===== src/include/rv_core_config.svh =====
/*
 * Core-wide sizes for the fetch, queue and execute blocks.
 * Included by the package and by any module that needs a raw width.
 */
`ifndef RV_CORE_CONFIG_SVH
`define RV_CORE_CONFIG_SVH

// data and address width
`define XLEN 32

// register index width, 32 architectural registers
`define REG_ADDR_W 5

// instruction queue entries
`define IQ_DEPTH 4

// first fetch address after reset
`define RESET_PC 32'h0000_0000

`endif


===== src/rv_core_pkg.sv =====
/*
 * Shared types for the core: words, register indices and the enums
 * used by decode, the ALU and the fetch FSM. Import with rv_core_pkg::*.
 */
`default_nettype none

`include "rv_core_config.svh"

package rv_core_pkg;

    typedef logic [`XLEN-1:0]       word_t;
    typedef logic [`REG_ADDR_W-1:0] reg_addr_t;

    // RV32I major opcodes handled by the core
    typedef enum logic [6:0] {
        OPC_OP_IMM = 7'b0010011,
        OPC_OP     = 7'b0110011,
        OPC_LUI    = 7'b0110111,
        OPC_AUIPC  = 7'b0010111
    } opcode_e;

    typedef enum logic [3:0] {
        ALU_ADD,
        ALU_SUB,
        ALU_SLL,
        ALU_SLT,
        ALU_SLTU,
        ALU_XOR,
        ALU_SRL,
        ALU_SRA,
        ALU_OR,
        ALU_AND
    } alu_op_e;

    // rom request sequencer
    typedef enum logic [1:0] {
        FETCH_IDLE,
        FETCH_ADDR,
        FETCH_DATA
    } fetch_state_e;

endpackage

`default_nettype wire


===== src/inst_fetch.sv =====
/*
 * Instruction fetch: holds the PC and walks the ROM through the
 * request / address-ok / data-ok / data-resp strobes, one fetch at a time.
 * Each returned word is pushed into the instruction queue with its PC.
 */
`timescale 1ns/1ps
`default_nettype none

`include "rv_core_config.svh"

module inst_fetch import rv_core_pkg::*; (
    input  wire   clk_i,
    input  wire   arst_n_i,
    input  wire   iq_full_i,
    output logic  rom_req_o,
    output word_t rom_address_o,
    input  wire   rom_addr_ok_i,
    input  wire   rom_data_ok_i,
    input  word_t rom_rdata_i,
    output logic  rom_data_resp_o,
    output logic  push_o,
    output word_t push_pc_o,
    output word_t push_inst_o
);

    fetch_state_e state_q;
    fetch_state_e state_d;
    word_t        pc_q;
    logic         data_take;

    //////////////////////////////////////////////////
    // next state
    //////////////////////////////////////////////////

    always_comb begin
        state_d = state_q;
        case (state_q)
            FETCH_IDLE: begin
                // hold off while the queue has no free slot
                if (!iq_full_i) begin
                    state_d = FETCH_ADDR;
                end
            end
            FETCH_ADDR: begin
                if (rom_addr_ok_i) begin
                    state_d = FETCH_DATA;
                end
            end
            FETCH_DATA: begin
                if (rom_data_ok_i) begin
                    state_d = FETCH_IDLE;
                end
            end
            default: state_d = FETCH_IDLE;
        endcase
    end

    always_ff @(posedge clk_i or negedge arst_n_i) begin
        if (!arst_n_i) begin
            state_q <= FETCH_IDLE;
            pc_q    <= `RESET_PC;
        end else begin
            state_q <= state_d;
            // no branches, so the pc only steps forward
            if (data_take) begin
                pc_q <= pc_q + word_t'(4);
            end
        end
    end

    //////////////////////////////////////////////////
    // rom strobes and queue push
    //////////////////////////////////////////////////

    assign data_take       = (state_q == FETCH_DATA) && rom_data_ok_i;

    // address is held stable until the rom accepts it
    assign rom_req_o       = (state_q == FETCH_ADDR);
    assign rom_address_o   = pc_q;
    assign rom_data_resp_o = data_take;

    assign push_o      = data_take;
    assign push_pc_o   = pc_q;
    assign push_inst_o = rom_rdata_i;

endmodule

`default_nettype wire


===== src/inst_queue.sv =====
/*
 * First-word-fall-through queue of (pc, instruction) pairs between
 * fetch and execute. The head is visible combinationally.
 */
`timescale 1ns/1ps
`default_nettype none

`include "rv_core_config.svh"

module inst_queue import rv_core_pkg::*; #(
    parameter int DEPTH = `IQ_DEPTH
) (
    input  wire   clk_i,
    input  wire   arst_n_i,
    input  wire   push_i,
    input  word_t push_pc_i,
    input  word_t push_inst_i,
    input  wire   pop_i,
    output logic  full_o,
    output logic  valid_o,
    output word_t head_pc_o,
    output word_t head_inst_o
);

    localparam int PTR_W = $clog2(DEPTH);
    localparam int CNT_W = $clog2(DEPTH + 1);

    word_t             pc_mem   [DEPTH];
    word_t             inst_mem [DEPTH];
    logic [PTR_W-1:0]  wr_ptr_q;
    logic [PTR_W-1:0]  rd_ptr_q;
    logic [CNT_W-1:0]  count_q;
    logic              do_push;
    logic              do_pop;

    assign full_o  = (count_q == CNT_W'(DEPTH));
    assign valid_o = (count_q != '0);

    assign do_push = push_i && !full_o;
    assign do_pop  = pop_i && valid_o;

    // payload storage
    always_ff @(posedge clk_i) begin
        if (do_push) begin
            pc_mem[wr_ptr_q]   <= push_pc_i;
            inst_mem[wr_ptr_q] <= push_inst_i;
        end
    end

    // pointers wrap explicitly so any depth works
    always_ff @(posedge clk_i or negedge arst_n_i) begin
        if (!arst_n_i) begin
            wr_ptr_q <= '0;
            rd_ptr_q <= '0;
            count_q  <= '0;
        end else begin
            if (do_push) begin
                wr_ptr_q <= (wr_ptr_q == PTR_W'(DEPTH - 1)) ? '0 : wr_ptr_q + 1'b1;
            end
            if (do_pop) begin
                rd_ptr_q <= (rd_ptr_q == PTR_W'(DEPTH - 1)) ? '0 : rd_ptr_q + 1'b1;
            end
            case ({do_push, do_pop})
                2'b10:   count_q <= count_q + 1'b1;
                2'b01:   count_q <= count_q - 1'b1;
                default: count_q <= count_q;
            endcase
        end
    end

    assign head_pc_o   = pc_mem[rd_ptr_q];
    assign head_inst_o = inst_mem[rd_ptr_q];

endmodule

`default_nettype wire


===== src/regfile.sv =====
/*
 * 32-entry integer register file, x0 hardwired to zero.
 * Two execute read ports and one debug read port, all combinational.
 */
`timescale 1ns/1ps
`default_nettype none

`include "rv_core_config.svh"

module regfile import rv_core_pkg::*; (
    input  wire       clk_i,
    input  wire       arst_n_i,
    input  wire       we_i,
    input  reg_addr_t waddr_i,
    input  word_t     wdata_i,
    input  reg_addr_t raddr1_i,
    input  reg_addr_t raddr2_i,
    output word_t     rdata1_o,
    output word_t     rdata2_o,
    input  reg_addr_t dbg_addr_i,
    output word_t     dbg_data_o
);

    localparam int NUM_REGS = 2 ** `REG_ADDR_W;

    // no storage behind x0
    word_t regs [1:NUM_REGS-1];

    function automatic word_t read_reg(input reg_addr_t addr);
        return (addr == '0) ? '0 : regs[addr];
    endfunction

    always_ff @(posedge clk_i or negedge arst_n_i) begin
        if (!arst_n_i) begin
            for (int i = 1; i < NUM_REGS; i++) begin
                regs[i] <= '0;
            end
        end else if (we_i && waddr_i != '0) begin
            regs[waddr_i] <= wdata_i;
        end
    end

    assign rdata1_o   = read_reg(raddr1_i);
    assign rdata2_o   = read_reg(raddr2_i);
    assign dbg_data_o = read_reg(dbg_addr_i);

endmodule

`default_nettype wire


===== src/exec_unit.sv =====
/*
 * Execute stage: pops the queue head, decodes it, runs the ALU and
 * writes rd in the same cycle. Halt blocks the pop; the regfile debug
 * read port is passed through to the top.
 */
`timescale 1ns/1ps
`default_nettype none

`include "rv_core_config.svh"

module exec_unit import rv_core_pkg::*; (
    input  wire       clk_i,
    input  wire       arst_n_i,
    input  wire       valid_i,
    input  word_t     pc_i,
    input  word_t     inst_i,
    input  wire       halt_i,
    output logic      pop_o,
    input  reg_addr_t dbg_addr_i,
    output word_t     dbg_data_o
);

    opcode_e   opcode;
    reg_addr_t rd;
    reg_addr_t rs1;
    reg_addr_t rs2;
    logic [2:0] funct3;
    logic [6:0] funct7;
    word_t     imm_i;
    word_t     imm_u;
    word_t     rs1_data;
    word_t     rs2_data;
    word_t     op_a;
    word_t     op_b;
    word_t     alu_res;
    word_t     wb_data;
    alu_op_e   alu_op;
    logic      supported;
    logic      reg_we;

    //////////////////////////////////////////////////
    // decode
    //////////////////////////////////////////////////

    assign opcode = opcode_e'(inst_i[6:0]);
    assign rd     = inst_i[11:7];
    assign funct3 = inst_i[14:12];
    assign rs1    = inst_i[19:15];
    assign rs2    = inst_i[24:20];
    assign funct7 = inst_i[31:25];
    assign imm_i  = {{(`XLEN - 12){inst_i[31]}}, inst_i[31:20]};
    assign imm_u  = {inst_i[31:12], 12'b0};

    always_comb begin
        case (funct3)
            // sub only exists in the register form
            3'b000:  alu_op = (opcode == OPC_OP && funct7[5]) ? ALU_SUB : ALU_ADD;
            3'b001:  alu_op = ALU_SLL;
            3'b010:  alu_op = ALU_SLT;
            3'b011:  alu_op = ALU_SLTU;
            3'b100:  alu_op = ALU_XOR;
            3'b101:  alu_op = funct7[5] ? ALU_SRA : ALU_SRL;
            3'b110:  alu_op = ALU_OR;
            default: alu_op = ALU_AND;
        endcase
        // auipc and lui only need an add
        if (opcode == OPC_AUIPC || opcode == OPC_LUI) begin
            alu_op = ALU_ADD;
        end
    end

    assign supported = (opcode == OPC_OP_IMM) || (opcode == OPC_OP) ||
                       (opcode == OPC_LUI) || (opcode == OPC_AUIPC);

    //////////////////////////////////////////////////
    // operands and alu
    //////////////////////////////////////////////////

    assign op_a = (opcode == OPC_AUIPC) ? pc_i : rs1_data;
    assign op_b = (opcode == OPC_OP) ? rs2_data :
                  (opcode == OPC_OP_IMM) ? imm_i : imm_u;

    always_comb begin
        case (alu_op)
            ALU_SUB:  alu_res = op_a - op_b;
            ALU_SLL:  alu_res = op_a << op_b[4:0];
            ALU_SLT:  alu_res = {{(`XLEN - 1){1'b0}}, $signed(op_a) < $signed(op_b)};
            ALU_SLTU: alu_res = {{(`XLEN - 1){1'b0}}, op_a < op_b};
            ALU_XOR:  alu_res = op_a ^ op_b;
            ALU_SRL:  alu_res = op_a >> op_b[4:0];
            ALU_SRA:  alu_res = $signed(op_a) >>> op_b[4:0];
            ALU_OR:   alu_res = op_a | op_b;
            ALU_AND:  alu_res = op_a & op_b;
            default:  alu_res = op_a + op_b;
        endcase
    end

    // lui skips the rs1 path, its bits there are immediate
    assign wb_data = (opcode == OPC_LUI) ? imm_u : alu_res;

    assign pop_o  = valid_i && !halt_i;
    assign reg_we = pop_o && supported && (rd != '0);

    regfile u_regfile (
        .clk_i      (clk_i),
        .arst_n_i   (arst_n_i),
        .we_i       (reg_we),
        .waddr_i    (rd),
        .wdata_i    (wb_data),
        .raddr1_i   (rs1),
        .raddr2_i   (rs2),
        .rdata1_o   (rs1_data),
        .rdata2_o   (rs2_data),
        .dbg_addr_i (dbg_addr_i),
        .dbg_data_o (dbg_data_o)
    );

endmodule

`default_nettype wire


===== src/rv_core.sv =====
/*
 * Core top level: fetch feeds the instruction queue, execute drains it.
 * ROM strobes and the debug halt / register read go to the outside.
 */
`timescale 1ns/1ps
`default_nettype none

module rv_core import rv_core_pkg::*; (
    input  wire       clk_i,
    input  wire       arst_n_i,
    output logic      rom_req_o,
    output word_t     rom_address_o,
    input  wire       rom_addr_ok_i,
    input  wire       rom_data_ok_i,
    input  word_t     rom_rdata_i,
    output logic      rom_data_resp_o,
    input  wire       jtag_halt_flag_i,
    input  reg_addr_t jtag_reg_addr_i,
    output word_t     jtag_reg_data_o
);

    // fetch to queue
    logic  iq_push;
    word_t iq_push_pc;
    word_t iq_push_inst;
    logic  iq_full;

    // queue to execute
    logic  iq_valid;
    logic  iq_pop;
    word_t iq_head_pc;
    word_t iq_head_inst;

    inst_fetch u_inst_fetch (
        .clk_i           (clk_i),
        .arst_n_i        (arst_n_i),
        .iq_full_i       (iq_full),
        .rom_req_o       (rom_req_o),
        .rom_address_o   (rom_address_o),
        .rom_addr_ok_i   (rom_addr_ok_i),
        .rom_data_ok_i   (rom_data_ok_i),
        .rom_rdata_i     (rom_rdata_i),
        .rom_data_resp_o (rom_data_resp_o),
        .push_o          (iq_push),
        .push_pc_o       (iq_push_pc),
        .push_inst_o     (iq_push_inst)
    );

    inst_queue u_inst_queue (
        .clk_i       (clk_i),
        .arst_n_i    (arst_n_i),
        .push_i      (iq_push),
        .push_pc_i   (iq_push_pc),
        .push_inst_i (iq_push_inst),
        .pop_i       (iq_pop),
        .full_o      (iq_full),
        .valid_o     (iq_valid),
        .head_pc_o   (iq_head_pc),
        .head_inst_o (iq_head_inst)
    );

    exec_unit u_exec_unit (
        .clk_i      (clk_i),
        .arst_n_i   (arst_n_i),
        .valid_i    (iq_valid),
        .pc_i       (iq_head_pc),
        .inst_i     (iq_head_inst),
        .halt_i     (jtag_halt_flag_i),
        .pop_o      (iq_pop),
        .dbg_addr_i (jtag_reg_addr_i),
        .dbg_data_o (jtag_reg_data_o)
    );

endmodule

`default_nettype wire


===== config.mk =====
export PLATFORM = sky130hd
export DESIGN_NAME = rv_core
export DESIGN_NICKNAME = d
export VERILOG_FILES = /design/src/rv_core_pkg.sv /design/src/inst_fetch.sv /design/src/inst_queue.sv /design/src/regfile.sv /design/src/exec_unit.sv /design/src/rv_core.sv
export VERILOG_INCLUDE_DIRS = /design/src /design/src/include
export SDC_FILE = /design/constraint.sdc
export NUM_CORES = 2
export LEC_CHECK = 0
export BUFFER_PORTS_ARGS = -buffer_cell sky130_fd_sc_hd__buf_2
export CAP_MARGIN = 20
export CORE_MARGIN = 5
export CORE_UTILIZATION = 40
export DETAILED_ROUTE_END_ITERATION = 6
export HOLD_SLACK_MARGIN = 0.08
export PLACE_DENSITY_LB_ADDON = 0.15
export SYNTH_ARGS = -nofsm -noshare
export SYNTH_HDL_FRONTEND = slang
export SYNTH_SLANG_ARGS = --single-unit
export TNS_END_PERCENT = 10

===== constraint.sdc =====
create_clock -name clk_i -period 9.8 [get_ports clk_i]
set_input_delay 1.47 -clock clk_i [delete_from_list [all_inputs] [get_ports clk_i]]
set_output_delay 1.47 -clock clk_i [all_outputs]
set_load 0.005 [all_outputs]

==> flow_summary.json <==
{
  "final-instance-count-excl-fill": 10303,
  "first_pass_grt_wire_length_um": 518900,
  "grt_util_met2": 0.4828,
  "crit_fanout": 41,
  "layout.nets": 7631,
  "startpoint_type": "flop",
  "synth_sequential_area_ratio": 0.4034,
  "power.ir.vdd_worst_mv": 0.2342,
  "critical_path.endpoint_type": "flop",
  "setup_slack_ns": 0.5050,
  "timing.max_cap.violations": 0,
  "coreArea_um2": 204800,
  "number_of_setup_violations_in_the_final_report": 0,
  "synth_cells": 7652,
  "cellPowerDensity_nw_per_um2": 385.1,
  "start_util": 0.4024,
  "critical_path_required_ns": 10.48,
  "groute.usage.overall": 0.3336,
  "tightest_slew_ns": 1.250,
  "fmaxAchievable_mhz": 107.6,
  "area_growth_pct": 10.90,
  "pin_count_of_the_biggest_net_entering_global_routing": 141,
  "grt_setup_unrepaired": "false",
  "clk_pin_slew_ns": 0.06,
  "postCtsSetupBuffers": 0,
  "maximum_level_of_the_cts_h_tree": 4,
  "worst_slew_margin_rel": 0.1500,
  "synth-edff-count": 248,
  "grt_overflow": 0,
  "drt-total-wl_um": 368200,
  "grt_use_met1": 0.4603,
  "floorplan.io_pins": 108,
  "detailed_place_hpwl_um": 241900,
  "static-leakage-power_nw": 38.84,
  "postSynthRegisterBits": 1279,
  "insertion_delay_ns": 0.85,
  "yosys_most_used_dff": "sky130_fd_sc_hd__dfrtp_1",
  "synth-warning-count": 0,
  "cts_hold_buf": 0,
  "grt-busiest-layer": "met2",
  "failing_checks": "design-rule violations",
  "vias_in_the_first_global_route": 66267,
  "first_iter_violations": 8978,
  "cts_buffers": 155,
  "number_of_antenna_violations_at_the_first_check_in_global_routing": 22,
  "ctsLongestPathBuffers": 3,
  "cts_resized": 0,
  "drive_gt1_frac": 0.2371,
  "chipWidth_um": 463.9,
  "post-route-cell-area_um2": 91400,
  "hold_class": "reg -> reg",
  "dieHeight_um": 463.9,
  "tritoncts_num_sinks": 1279,
  "placedCellCount": 10013,
  "final_max_slew_violation_count": 0,
  "post-route-drc-count": 2,
  "cp.arrival_ns": 9.97,
  "port_buffer_count": 105,
  "dp_worst_setup_slack_ns": 0.8287,
  "syn-cell-area_um2": 82420,
  "post_detailed_route_wirelength_per_cell_um": 35.73,
  "ys_async_rst_share": 0.8061,
  "layout_min_cycle_time_ns": 9.295,
  "grt_use_met3": 0.07564,
  "clock_skew_ns": 0.05382,
  "route.antenna.remaining_nets": 0,
  "outcome": "finished with violations",
  "timing.final.crit_share": 0.9485,
  "gp_routability_congestion": 1.014,
  "dr_total_vias": 68319,
  "cts.root.buffer_cell": "sky130_fd_sc_hd__clkbuf_16",
  "setup_total_negative_slack_ns": 0,
  "drtPass1Iterations": 7,
  "cts_tree": "built",
  "timing.final.hold_violations": 0,
  "yosys.cell_types.count": 102,
  "synthesis.area_per_instance_um2": 10.77,
  "viasPerCell": 6.631,
  "placement.cell_area_um2": 86110,
  "area_of_the_die_um2": 215200,
  "timing_worst_setup_path_type": "reg -> reg",
  "fp-row-count": 166
}
[kinds of logic (layout without fill, tap and decap cells)]
logic type,count (synthesis),after routing,synth area share
mux,1748,1748,0.2978
simple gates,1998,1998,0.1016
compound gates,1637,1637,0.1291
other cells,1,8,0.00004550
xor+xnor,59,59,0.006270
fa+ha+maj,107,107,0.01652
flops,1279,1279,0.4034
buf+inv,823,779,0.04526
[critical path: stages, from the launching register on]
cell	delay (ns)
sky130_fd_sc_hd__dfrtp_4	0.75
sky130_fd_sc_hd__mux4_4	1.15
sky130_fd_sc_hd__nor2b_2	0.76
sky130_fd_sc_hd__buf_4	0.47
sky130_fd_sc_hd__a221o_1	0.21
sky130_fd_sc_hd__o21ai_0	0.08
sky130_fd_sc_hd__nor4_1	0.32
sky130_fd_sc_hd__or3_1	0.45
sky130_fd_sc_hd__ha_1	0.41
sky130_fd_sc_hd__inv_1	0.20
sky130_fd_sc_hd__o31ai_1	0.16
sky130_fd_sc_hd__o41ai_1	0.52
sky130_fd_sc_hd__o22ai_1	0.14
sky130_fd_sc_hd__a21oi_1	0.34
sky130_fd_sc_hd__or4b_2	0.65
sky130_fd_sc_hd__a31o_2	0.26
sky130_fd_sc_hd__a21oi_1	0.22
sky130_fd_sc_hd__o21ai_0	0.16
sky130_fd_sc_hd__a21oi_1	0.24
sky130_fd_sc_hd__mux2i_1	0.12
sky130_fd_sc_hd__nor4_2	0.96
sky130_fd_sc_hd__buf_12	0.29
sky130_fd_sc_hd__o31ai_1	0.11
[layout make-up]
type	count	area, µm²
tap	2688	3363
sequential	1279	33250
timing repair buffer	390	3074
clock buffer	199	4264
clock inverter	85	1015
fill	19270	113400
antenna	6	15.01
inverter	105	399.1
multi-input combinational	5551	46020
[per-stage QoR]
step	util	hold slack [ns]	total power, W
2_1_floorplan	-	0.4537	0.02006
3_3_place_gp	0.4203	0.4726	0.02845
3_5_place_dp	0.4205	0.4851	0.02857
4_1_cts	0.4462	0.4932	0.03462
5_1_grt	0.4463	0.5191	0.03636
6_report	0.4463	0.4902	0.03520
[synth_stat cells (63+ instances only)]
cell,instances,area (µm²)
sky130_fd_sc_hd__nand2_1,1229,4613
sky130_fd_sc_hd__dfrtp_1,1031,25800
sky130_fd_sc_hd__mux2i_1,719,7197
sky130_fd_sc_hd__mux4_2,510,11490
sky130_fd_sc_hd__mux2_2,485,5461
sky130_fd_sc_hd__o21ai_0,471,2357
sky130_fd_sc_hd__clkbuf_1,445,1670
sky130_fd_sc_hd__nor2_1,322,1209
sky130_fd_sc_hd__edfxtp_1,248,7447
sky130_fd_sc_hd__o21ai_1,233,1166
sky130_fd_sc_hd__a21oi_1,211,1056
sky130_fd_sc_hd__nand3_1,174,870.8
sky130_fd_sc_hd__buf_2,127,635.6
sky130_fd_sc_hd__ha_1,104,1301
sky130_fd_sc_hd__inv_1,95,356.6
sky130_fd_sc_hd__o31ai_1,68,510.5
sky130_fd_sc_hd__o22ai_1,65,406.6
sky130_fd_sc_hd__buf_1,63,236.5
sky130_fd_sc_hd__nor3_1,63,315.3
[state kept, by name (all words and copies together) (netlist names)]
register and count:
u_inst_queue.pc_mem 120, u_inst_queue.wr_ptr_q 2, u_inst_fetch.state_q 2, u_inst_queue.count_q 3, u_inst_fetch.push_pc_o 30, u_inst_queue.inst_mem 128, u_exec_unit.u_regfile.regs 992, u_inst_queue.rd_ptr_q 2
[path summary, 6_finish.rpt]
kind,start,to,slack [ns],cells after the start
min reg2reg,u_inst_fetch.state_q[1],u_inst_fetch.state_q[0],0.49,1
max in group asynchronous,arst_n_i,u_exec_unit.u_regfile.regs[551],6.81,3
min in group asynchronous,arst_n_i,u_exec_unit.u_regfile.regs[466],0.71,1
max reg2reg,u_inst_queue.rd_ptr_q[0],u_exec_unit.u_regfile.regs[862],0.50,22
max,u_inst_queue.rd_ptr_q[0],u_exec_unit.u_regfile.regs[862],0.50,22
min,u_inst_fetch.state_q[1],u_inst_fetch.state_q[0],0.49,1
[layout by cell type (no fill, tap or decap), drive strengths merged, types with 49 or more instances in the layout]
cell type / netlist / routed
mux2i: 721 / 721
clkinv: 1 / 57
clkbuf: 445 / 199
buf: 273 / 390
and3: 54 / 54
nand2: 1229 / 1229
inv: 104 / 117
dfrtp: 1031 / 1031
a211oi: 62 / 62
a21oi: 212 / 212
nand3: 175 / 175
mux4: 510 / 510
o21ai: 706 / 706
a22oi: 49 / 49
ha: 104 / 104
edfxtp: 248 / 248
nor3: 63 / 63
nor2: 326 / 326
o31ai: 68 / 68
o22ai: 71 / 71
mux2: 517 / 517
[report_power, final]
group	leakage (nW)	total, W	internal [W]	switching, W
Clock	2.59	0.00599	0.00340	0.00259
Sequential	16.5	0.00796	0.00665	0.00131
Combinational	19.8	0.0212	0.00681	0.0144
[routing by layer]
layer	part of all wire	vias to the layer above	routed length, µm
li1	-	28300	-
met1	0.41	35063	151200
met2	0.42	3989	155900
met3	0.097	953	35620
met4	0.069	14	25310
met5	0.00023	-	86
(Power assumes the default switching activity.)
